===== config.mk =====
export PLATFORM = sky130hd
export DESIGN_NAME = rv_core
export DESIGN_NICKNAME = d
export VERILOG_FILES = /design/src/rtl/core_pkg.sv /design/src/rtl/decode_stage.sv /design/src/rtl/exec_stage.sv /design/src/rtl/fetch_stage.sv /design/src/rtl/reg_file.sv /design/src/rtl/rv_core.sv
export VERILOG_INCLUDE_DIRS = /design/src /design/src/include
export SDC_FILE = /design/constraint.sdc
export NUM_CORES = 2
export LEC_CHECK = 0
export BUFFER_PORTS_ARGS = -buffer_cell sky130_fd_sc_hd__clkbuf_2
export CAP_MARGIN = 20
export CORE_MARGIN = 2
export CORE_UTILIZATION = 53
export CTS_CLUSTER_SIZE = 20
export DETAILED_ROUTE_END_ITERATION = 8
export PLACE_DENSITY = 0.69
export SETUP_SLACK_MARGIN = 0.3
export SYNTH_ARGS = -nofsm -noshare
export SYNTH_HDL_FRONTEND = slang
export SYNTH_SLANG_ARGS = --single-unit

===== constraint.sdc =====
create_clock -name clk -period 13.2 [get_ports clk]
set_input_delay 2.64 -clock clk [delete_from_list [all_inputs] [get_ports clk]]
set_output_delay 2.64 -clock clk [all_outputs]
set_load 0.02 [all_outputs]

===== src/include/core_defs.svh =====
`ifndef CORE_DEFS_SVH
`define CORE_DEFS_SVH

// datapath and register index widths
`define XLEN            64
`define REG_AW          5

// fetch address after reset and sequential step
`define RESET_PC        32'h8000_0000
`define PC_STEP         4

// major opcodes accepted by decode
`define OPC_OP          7'b0110011
`define OPC_OP_IMM      7'b0010011

// funct3 per alu operation, shared by r and i forms
`define F3_ADD          3'b000
`define F3_SLL          3'b001
`define F3_SLT          3'b010
`define F3_XOR          3'b100
`define F3_SRL          3'b101
`define F3_OR           3'b110
`define F3_AND          3'b111

// funct7 values, alt selects sub
`define FUNCT7_BASE     7'h00
`define FUNCT7_ALT      7'h20

`endif


===== src/rtl/core_pkg.sv =====
`include "core_defs.svh"

package core_pkg;

    // ********************************************************
    // instruction word views
    // ********************************************************

    typedef struct packed {
        logic [6:0]         funct7;
        logic [4:0]         rs2;
        logic [4:0]         rs1;
        logic [2:0]         funct3;
        logic [4:0]         rd;
        logic [6:0]         opcode;
    } inst_r_t;

    typedef struct packed {
        logic [11:0]        imm12;
        logic [4:0]         rs1;
        logic [2:0]         funct3;
        logic [4:0]         rd;
        logic [6:0]         opcode;
    } inst_i_t;

    // same 32 bits, decoded as r or i form
    typedef union packed {
        inst_r_t            r;
        inst_i_t            i;
    } inst_u;

    typedef enum logic [3:0] {
        add,
        sub,
        sll,
        slt,
        xor_op,
        srl,
        or_op,
        and_op
    } alu_op_e;

    // ********************************************************
    // pipeline records
    // ********************************************************

    typedef struct packed {
        logic               valid;
        logic [`XLEN-1:0]   pc;
        inst_u              inst;
    } if_id_t;

    typedef struct packed {
        logic               valid;
        logic               reg_we;
        logic [`REG_AW-1:0] rd;
        alu_op_e            alu_op;
        logic [`XLEN-1:0]   op1;
        logic [`XLEN-1:0]   op2;
    } id_ex_t;

    typedef struct packed {
        logic               we;
        logic [`REG_AW-1:0] waddr;
        logic [`XLEN-1:0]   wdata;
    } wb_t;

endpackage


===== src/rtl/decode_stage.sv =====
`timescale 1ns/1ps
`include "core_defs.svh"

module decode_stage (
    input  logic                clk,
    input  logic                rst_n,
    input  core_pkg::if_id_t    if_id_i,
    input  logic [`XLEN-1:0]    rdata1_i,
    input  logic [`XLEN-1:0]    rdata2_i,
    output logic [`REG_AW-1:0]  raddr1_o,
    output logic [`REG_AW-1:0]  raddr2_o,
    output core_pkg::id_ex_t    id_ex_o
);
    import core_pkg::*;

    inst_u              inst;
    logic [`XLEN-1:0]   imm_sext;
    logic [`XLEN-1:0]   imm_shamt;
    logic               known;
    id_ex_t             id_ex_d;

    assign inst = if_id_i.inst;

    // rs1/rs2 sit at the same bits in both forms
    assign raddr1_o = inst.r.rs1;
    assign raddr2_o = inst.r.rs2;

    assign imm_sext  = {{(`XLEN-12){inst.i.imm12[11]}}, inst.i.imm12};
    assign imm_shamt = {{(`XLEN-6){1'b0}}, inst.i.imm12[5:0]};

    // ********************************************************
    // decode
    // ********************************************************

    always_comb begin
        known          = 1'b0;
        id_ex_d.alu_op = add;
        id_ex_d.op1    = rdata1_i;
        id_ex_d.op2    = rdata2_i;
        case (inst.r.opcode)
            `OPC_OP: begin
                // only sub may use the alt funct7
                known = (inst.r.funct7 == `FUNCT7_BASE) ||
                        (inst.r.funct7 == `FUNCT7_ALT && inst.r.funct3 == `F3_ADD);
                case (inst.r.funct3)
                    `F3_ADD: id_ex_d.alu_op = (inst.r.funct7 == `FUNCT7_ALT) ? sub : add;
                    `F3_SLL: id_ex_d.alu_op = sll;
                    `F3_SLT: id_ex_d.alu_op = slt;
                    `F3_XOR: id_ex_d.alu_op = xor_op;
                    `F3_SRL: id_ex_d.alu_op = srl;
                    `F3_OR:  id_ex_d.alu_op = or_op;
                    `F3_AND: id_ex_d.alu_op = and_op;
                    default: known = 1'b0;
                endcase
            end
            `OPC_OP_IMM: begin
                known       = 1'b1;
                id_ex_d.op2 = imm_sext;
                case (inst.i.funct3)
                    `F3_ADD: id_ex_d.alu_op = add;
                    `F3_SLT: id_ex_d.alu_op = slt;
                    `F3_XOR: id_ex_d.alu_op = xor_op;
                    `F3_OR:  id_ex_d.alu_op = or_op;
                    `F3_AND: id_ex_d.alu_op = and_op;
                    `F3_SLL: begin
                        id_ex_d.alu_op = sll;
                        id_ex_d.op2    = imm_shamt;
                        known          = (inst.i.imm12[11:6] == 6'd0);
                    end
                    // srai has upper bits set and is not supported
                    `F3_SRL: begin
                        id_ex_d.alu_op = srl;
                        id_ex_d.op2    = imm_shamt;
                        known          = (inst.i.imm12[11:6] == 6'd0);
                    end
                    default: known = 1'b0;
                endcase
            end
            default: known = 1'b0;
        endcase

        // anything unknown turns into a bubble
        id_ex_d.valid  = if_id_i.valid & known;
        id_ex_d.reg_we = id_ex_d.valid & (inst.r.rd != '0);
        id_ex_d.rd     = inst.r.rd;
    end

    // ID/EX register
    always_ff @(posedge clk) begin
        id_ex_o <= id_ex_d;
        if (rst_n) begin
            id_ex_o.valid  <= 1'b0;
            id_ex_o.reg_we <= 1'b0;
        end
    end

endmodule


===== src/rtl/exec_stage.sv =====
`timescale 1ns/1ps
`include "core_defs.svh"

module exec_stage (
    input  core_pkg::id_ex_t    id_ex_i,
    output core_pkg::wb_t       wb_o
);
    import core_pkg::*;

    logic [`XLEN-1:0]   op1;
    logic [`XLEN-1:0]   op2;
    logic [5:0]         shamt;
    logic               lt;
    logic [`XLEN-1:0]   result;

    assign op1 = id_ex_i.op1;
    assign op2 = id_ex_i.op2;

    // rv64 shifts use six bits of the amount
    assign shamt = op2[5:0];

    assign lt = $signed(op1) < $signed(op2);

    // ********************************************************
    // ALU
    // ********************************************************

    always_comb begin
        case (id_ex_i.alu_op)
            add:     result = op1 + op2;
            sub:     result = op1 - op2;
            sll:     result = op1 << shamt;
            slt:     result = {{(`XLEN-1){1'b0}}, lt};
            xor_op:  result = op1 ^ op2;
            srl:     result = op1 >> shamt;
            or_op:   result = op1 | op2;
            and_op:  result = op1 & op2;
            default: result = '0;
        endcase
    end

    // ********************************************************
    // writeback record
    // ********************************************************

    // bubbles never write
    assign wb_o.we    = id_ex_i.valid & id_ex_i.reg_we;
    assign wb_o.waddr = id_ex_i.rd;
    assign wb_o.wdata = result;

endmodule


===== src/rtl/fetch_stage.sv =====
`timescale 1ns/1ps
`include "core_defs.svh"

module fetch_stage (
    input  logic                clk,
    input  logic                rst_n,
    input  logic [31:0]         inst_i,
    output logic [`XLEN-1:0]    pc_o,
    output core_pkg::if_id_t    if_id_o
);
    import core_pkg::*;

    // ********************************************************
    // program counter, strictly sequential
    // ********************************************************

    always_ff @(posedge clk) begin
        if (rst_n) begin
            pc_o <= `XLEN'(`RESET_PC);
        end else begin
            pc_o <= pc_o + `XLEN'(`PC_STEP);
        end
    end

    // ********************************************************
    // IF/ID register
    // ********************************************************

    // inst_i belongs to the current pc_o
    always_ff @(posedge clk) begin
        if_id_o.pc    <= pc_o;
        if_id_o.inst  <= inst_u'(inst_i);
        if_id_o.valid <= 1'b1;
        if (rst_n) begin
            if_id_o.valid <= 1'b0;
        end
    end

endmodule


===== src/rtl/reg_file.sv =====
`timescale 1ns/1ps
`include "core_defs.svh"

module reg_file (
    input  logic                clk,
    input  core_pkg::wb_t       wb_i,
    input  logic [`REG_AW-1:0]  raddr1_i,
    input  logic [`REG_AW-1:0]  raddr2_i,
    output logic [`XLEN-1:0]    rdata1_o,
    output logic [`XLEN-1:0]    rdata2_o
);

    // x0 has no storage
    logic [`XLEN-1:0] regs [1:31];

    // ********************************************************
    // write port
    // ********************************************************

    always_ff @(posedge clk) begin
        if (wb_i.we && wb_i.waddr != '0) begin
            regs[wb_i.waddr] <= wb_i.wdata;
        end
    end

    // ********************************************************
    // read ports
    // ********************************************************

    // write-through, so a dependent instruction right behind
    // the writer sees the new value
    function automatic logic [`XLEN-1:0] read_port(input logic [`REG_AW-1:0] addr);
        if (addr == '0) begin
            return '0;
        end else if (wb_i.we && wb_i.waddr == addr) begin
            return wb_i.wdata;
        end else begin
            return regs[addr];
        end
    endfunction

    always_comb begin
        rdata1_o = read_port(raddr1_i);
        rdata2_o = read_port(raddr2_i);
    end

endmodule


===== src/rtl/rv_core.sv =====
`timescale 1ns/1ps
`include "core_defs.svh"

module rv_core (
    input  logic                clk,
    input  logic                rst_n,
    input  logic [31:0]         inst_i,
    output logic [`XLEN-1:0]    pc_o,
    output logic                wb_valid_o,
    output logic [`REG_AW-1:0]  wb_addr_o,
    output logic [`XLEN-1:0]    wb_data_o
);
    import core_pkg::*;

    if_id_t             if_id;
    id_ex_t             id_ex;
    wb_t                wb;
    logic [`REG_AW-1:0] raddr1;
    logic [`REG_AW-1:0] raddr2;
    logic [`XLEN-1:0]   rdata1;
    logic [`XLEN-1:0]   rdata2;

    fetch_stage u_fetch (
        .clk        (clk),
        .rst_n      (rst_n),
        .inst_i     (inst_i),
        .pc_o       (pc_o),
        .if_id_o    (if_id)
    );

    decode_stage u_decode (
        .clk        (clk),
        .rst_n      (rst_n),
        .if_id_i    (if_id),
        .rdata1_i   (rdata1),
        .rdata2_i   (rdata2),
        .raddr1_o   (raddr1),
        .raddr2_o   (raddr2),
        .id_ex_o    (id_ex)
    );

    reg_file u_regs (
        .clk        (clk),
        .wb_i       (wb),
        .raddr1_i   (raddr1),
        .raddr2_i   (raddr2),
        .rdata1_o   (rdata1),
        .rdata2_o   (rdata2)
    );

    exec_stage u_exec (
        .id_ex_i    (id_ex),
        .wb_o       (wb)
    );

    // writeback also leaves the core for observation
    assign wb_valid_o = wb.we;
    assign wb_addr_o  = wb.waddr;
    assign wb_data_o  = wb.wdata;

endmodule


---- Word-level counts from Yosys, hierarchy flattened ----
Memory sizes are Yosys's and may differ from the RTL's. A register that Yosys moved wholly into a read port is not among the register bits.
Cells that the tools add are included.
operators by class
  $add $sub $neg .......................... 3
  $lt $le $gt $ge ......................... 1
  equal/unequal tests ..................... 17
  shift operators ......................... 2
  multiplexer cells ....................... 15
  bitwise operators ....................... 6
  reductions and logical operators ........ 15
operators with widths
  operator                                                               number
  64-bit case mux with 8 select lines                                    1
  64-bit 2-to-1 mux                                                      4
  64-bit by 3-bit adder with 64-bit output, second input constant        1
  64-bit adder                                                           1
  64-bit bitwise AND                                                     1
  64-bit < comparator                                                    1
  64-bit OR                                                              1
  64-bit by 6-bit << shifter with 64-bit output                          1
  64-bit by 6-bit right shift with 64-bit output                         1
  64-bit subtractor                                                      1
  64-bit bitwise XOR                                                     1
  4-bit case mux with 7 select lines                                     1
  3-bit case mux with 6 select lines                                     1
  4-bit by 3-bit equality test with 1-bit output, second input constant  4
  7-bit by 6-bit equality test with 1-bit output, second input constant  2
  3-bit equality test, second input constant                             4
  5-bit logical NOT                                                      2
  5-bit nonzero test                                                     2
  4-bit by 2-bit equality test with 1-bit output, second input constant  2
  4-bit case mux with 2 select lines                                     1
  7-bit by 5-bit equality test with 1-bit output, second input constant  1
  7-bit logical NOT                                                      1
  7-bit OR reduction                                                     1
  6-bit logical NOT                                                      1
  13 further kinds                                                       22
storage, ports and cells
  register bits after elaboration ......... 172
  bits in writable memories ............... 1984
  input port bits ......................... 34
  output and inout port bits .............. 134
  word-level logic and storage cells ...... 68
  memories kept ........................... 1
memory list
  name         words  width  read ports  clocked after memory_dff  wr ports  RTL line        source
  u_regs.regs  31     64     2           2                         1         reg_file.sv:14  logic [`XLEN-1:0] regs [1:31];

---- Depth between registers and ports, before layout ----
  word-level depth ........................ 7
  depth in mapped cells ................... 18
  gate-level depth less buffers ........... 14

---- Modules after synthesis ----
A second synthesis with hierarchy kept.
unflattened totals
  cells, all modules ...................... 8595
  area total of the unflattened synthesis .. 119633.5 sq um
by module, submodules not included
  module        times used  cells an instance  area each (sq um)  sequential area each (sq um)
  reg_file      1           5107               92670.1            59577.1
  exec_stage    1           2765               18313.8            0.0
  fetch_stage   1           456                4926.0             3143.0
  decode_stage  1           267                3723.6             2762.6

---- Worst setup path after synthesis ----
Ideal clock, no wire load.
  path type ............................... register -> output
  from .................................... reg u_decode.id_ex_o[3] (netlist name)
  to ...................................... out wb_data_o[19]
  arrival time ............................ 5449 ps
  data required time ...................... 10560 ps
  setup slack ............................. 5111 ps
  cell stages (with the launch flop) ...... 18
  path buffers ............................ 5
  cell sequence ........................... dfxtp_1 clkbuf_1 inv_2 buf_1 buf_1 clkbuf_1 ha_1 buf_2 nor2_1 a211oi_1 a21oi_1 nor4_1 o31ai_1 a21bo_2 a41o_1 nor2_1 a211oi_1 o21ai_0
on the way
  cells in the longest elaborated chain, start to end .. 2
  elaborated cells on any way between the ends .. 5
  classes of those cells .................. add/sub (2); shift (2); mux (1)
ends and longest elaborated chain
  item                                       RTL line            source
  start, declared                            decode_stage.sv:12  output core_pkg::id_ex_t id_ex_o
  start signal, assigned                     decode_stage.sv:90  id_ex_o <= id_ex_d;
  64-bit subtractor (tied with other cells)  exec_stage.sv:31    sub: result = op1 - op2;
  64-bit case mux with 8 select lines *      exec_stage.sv:29    case (id_ex_i.alu_op)
  end, declared                              rv_core.sv:11       output logic [`XLEN-1:0] wb_data_o
Mark *: on every way between the ends. The rest lies on a longest branch, timed or not.

---- Worst setup path after layout ----
  from .................................... reg u_decode.id_ex_o[3] (netlist name)
  to ...................................... out wb_data_o[29]
Same word-level chain as after synthesis.

==> results.cfg <==
[floorplanning]
boundaryPins = 168
start_util = 0.5334
core_area_sq_um = 222500
die_width_um = 477.2
die_area_sq_um = 227800
die_y_um = 477.2
rows = 173

[power]
pwr_density_cell_nw_per_um2 = 153.7
p_leak_nw = 44.01
vdd_drop_max_v = 0.0001287

[timing]
finalMaxSlewViolations = 0
setup_violations = 0
final_hold_viol_count = 0
tightest_slew_ns = 1.278
rsz0062_at_grt = false
fmax_mhz = 95.90
layout_setup_ws_ns = 2.772
post-route-min-period_ns = 10.43
timing.setup.tns_ns = 0
finalClockSkew_ns = 0.09823
relSlewSlack = 0.1390
finalCritPeriodShare = 0.7900
worst_hold_slack_ns = 0.3524

[place]
dp_slack_ns = 4.032
dp_hpwl_um = 277800
io_buffer_count = 165
gp_congestion = 1.134
dp.cells = 10640

[worst_setup_path]
cp_cell_sequence = clkinv_2 -> ha_1 -> nor3_1 -> o21ai_0 -> a21oi_1 -> o21ai_0 -> a21oi_1 -> a21boi_0 -> o21a_1 -> a221o_1 -> a21oi_1 -> inv_1 -> clkbuf_2
r2r_slack_ns = 6.20
crit_required_ns = 10.56
worstReg2RegEnd = u_regs.regs[19][29]
end_kind = output pin
timing_worst_setup_path_type = flop to output pin
setup.worst_path.start_class = flop
critical_path.max_stage_delay_ns = 0.76
crit_top_cell = a21oi_1
cp-startpoint = u_decode.id_ex_o[3]
r2r_start = u_decode.id_ex_o[3]
crit_arrival_ns = 7.79
worst_path_max_delay_cell = dfxtp_4
cp_max_fo = 58
rr_worst_depth = 12

[global_route]
grtUsageTotal = 0.3812
gr-total-overflow = 0
grt_max_degree = 125
antenna_found_initial = 28
grt_pass1_wl_um = 611800
grt_pass1_vias = 79690

[layout]
syn_to_final_growth_pct = 10.60
fillers = 16770
multi_input_area_sq_um = 51620
drive_above_1_share = 0.2730
layoutNonFillerInstCount = 11080
final_net_count = 8150
final_util = 0.5900
ff_latch_area_sq_um = 64300

[synthesis]
syn_area_sq_um = 118700
synth_area_per_cell_sq_um = 15.13
ys_types = 99
yosys_most_used_dff = edfxtp_1
synth.area.top_cells = edfxtp_1 (50%), mux4_2 (23%), dfxtp_1 (3.9%)
post-synth-top-count-cell = edfxtp_1
yosysWarnings = 0
async_reset_ff_frac = 0
ys_seq_elements = 2217
ys_seq_area_frac = 0.5412
synth_edf_count = 1984
synth_cells = 7843
synth_commonest_cells = edfxtp_1 (1,984), mux4_2 (1,234), nor2_1 (604)
yosysTopAreaCell = edfxtp_1
synth_top_area_share = 0.5019

[cts]
cts_max_path_buffers = 3
cts.sinks = 2217
cts-resized-gates = 0
ctsRootBufferMaster = clkbuf_16
cts_buffers = 226
cts.htree.levels = 4
clk_pin_slew_ns = 0.08
cts_tree = built
ctsHoldBuffers = 0
clkLatencyLatePin_ns = 0.94
post-cts-setup-buffer-count = 0

[drt]
viasPerCell = 7.393
drtIter0Drc = 13120
drc_errors = 0
first_pass_iters = 6
wire_per_inst_um = 39.58
detail-route-antenna-nets = 0
drt_wl_total_um = 438500
dr_total_vias = 81920

[worst_hold_path]
hold_path_class = flop to flop
worstHoldStart = u_fetch.if_id_o[11]
min_to = u_decode.id_ex_o[136]
hold_depth = 0

[outcome]
status = completed

[job]
cap_violations = 0
[how the worst max path moves through the flow]
stage	endpoint	cells past startpoint
after global routing	wb_data_o[29]	13
after global placement	wb_data_o[35]	16
after detailed placement	wb_data_o[29]	13
after CTS	wb_data_o[29]	13
after floorplan	wb_data_o[19]	17
final	wb_data_o[29]	13
[flip-flops by register name, indices dropped and copies added, names as in the netlist]
register	cells
u_decode.id_ex_o	138
u_fetch.if_id_o	33
u_fetch.pc_o	62
u_regs.regs	1984
[stage by stage]
| stage | area, sq um | power [W] |
|---|---|---|
| global placement | 123500 | 0.01344 |
| finish | 131300 | 0.02017 |
| floorplan | 118700 | 0.01160 |
| global route | 131300 | 0.02069 |
| CTS | 131200 | 0.02006 |
| detailed placement | 123500 | 0.01350 |
[report_power, final]
group / internal [W] / switching [W] / total, W
Combinational: 0.00143 / 0.00339 / 0.00482
Sequential: 0.00853 / 0.000182 / 0.00871
Clock: 0.00378 / 0.00286 / 0.00665
[cells by family after synthesis]
| kind of cell | Yosys count | share of synthesized area |
|---|---|---|
| multiplexers | 1664 | 0.2712 |
| buffers and inverters | 833 | 0.02830 |
| flip-flops | 2217 | 0.5412 |
| adder cells (fa/ha/maj) | 218 | 0.02311 |
| AO/OA/AOI/OAI | 1438 | 0.07837 |
| XOR/XNOR | 87 | 0.006419 |
| other | 1 | 0.00003159 |
| AND/OR/NAND/NOR | 1385 | 0.05133 |
[worst max-delay path, delay by kind of cell (launching register included)]
family                     cells  cell delay [ns]
adders and majority gates      1             0.68
and+or+nand+nor                1             0.21
buffers and inverters          3             1.71
DFF                            1             0.76
AOI/OAI and AO/OA              8             3.42
[area by class of cell]
type,instances,share of cell area
repair buffers,431,0.02351
inverters,228,0.006538
flip-flops and latches,2217,0.4898
clock inverters,138,0.01259
clock buffers,287,0.04576
diodes,11,0.0002097
multi-input cells,4794,0.3932
well taps,2975,0.02836
[layout by cell type (no fill, tap or decap), types with 30 or more instances in the layout]
cell type | netlist | final
a211oi_1 | 171 | 170
a21o_1 | 55 | 55
a21oi_1 | 403 | 403
a221oi_1 | 33 | 33
buf_4 | 15 | 240
clkbuf_1 | 384 | 51
clkbuf_16 | 0 | 228
clkbuf_2 | 0 | 165
clkinv_1 | 3 | 41
clkinv_2 | 0 | 46
dfxtp_1 | 233 | 215
edfxtp_1 | 1984 | 1984
ha_1 | 216 | 216
inv_1 | 223 | 223
mux2_2 | 69 | 69
mux2i_1 | 358 | 357
mux4_2 | 1234 | 1234
nand2_1 | 382 | 379
nand3_1 | 95 | 94
nand4_1 | 38 | 38
nor2_1 | 604 | 568
nor2_4 | 0 | 34
nor2b_1 | 30 | 30
nor3_1 | 61 | 60
nor4_1 | 38 | 36
o211ai_1 | 40 | 40
o21ai_0 | 321 | 315
o21bai_1 | 35 | 35
o221ai_1 | 42 | 38
o31ai_1 | 44 | 43
xnor2_1 | 31 | 31
xor2_1 | 56 | 56
[per-layer routing]
| metal | global-route usage | part of all wire | vias to the layer above |
|---|---|---|---|
| met1 | 0.5273 | 0.37 | 42730 |
| met5 | 0 | 0.00035 | - |
| met3 | 0.09531 | 0.12 | 1138 |
| met4 | 0.2088 | 0.064 | 22 |
| li1 | - | - | 32060 |
| met2 | 0.5583 | 0.44 | 5969 |
Power figures use the tool's default switching activity.
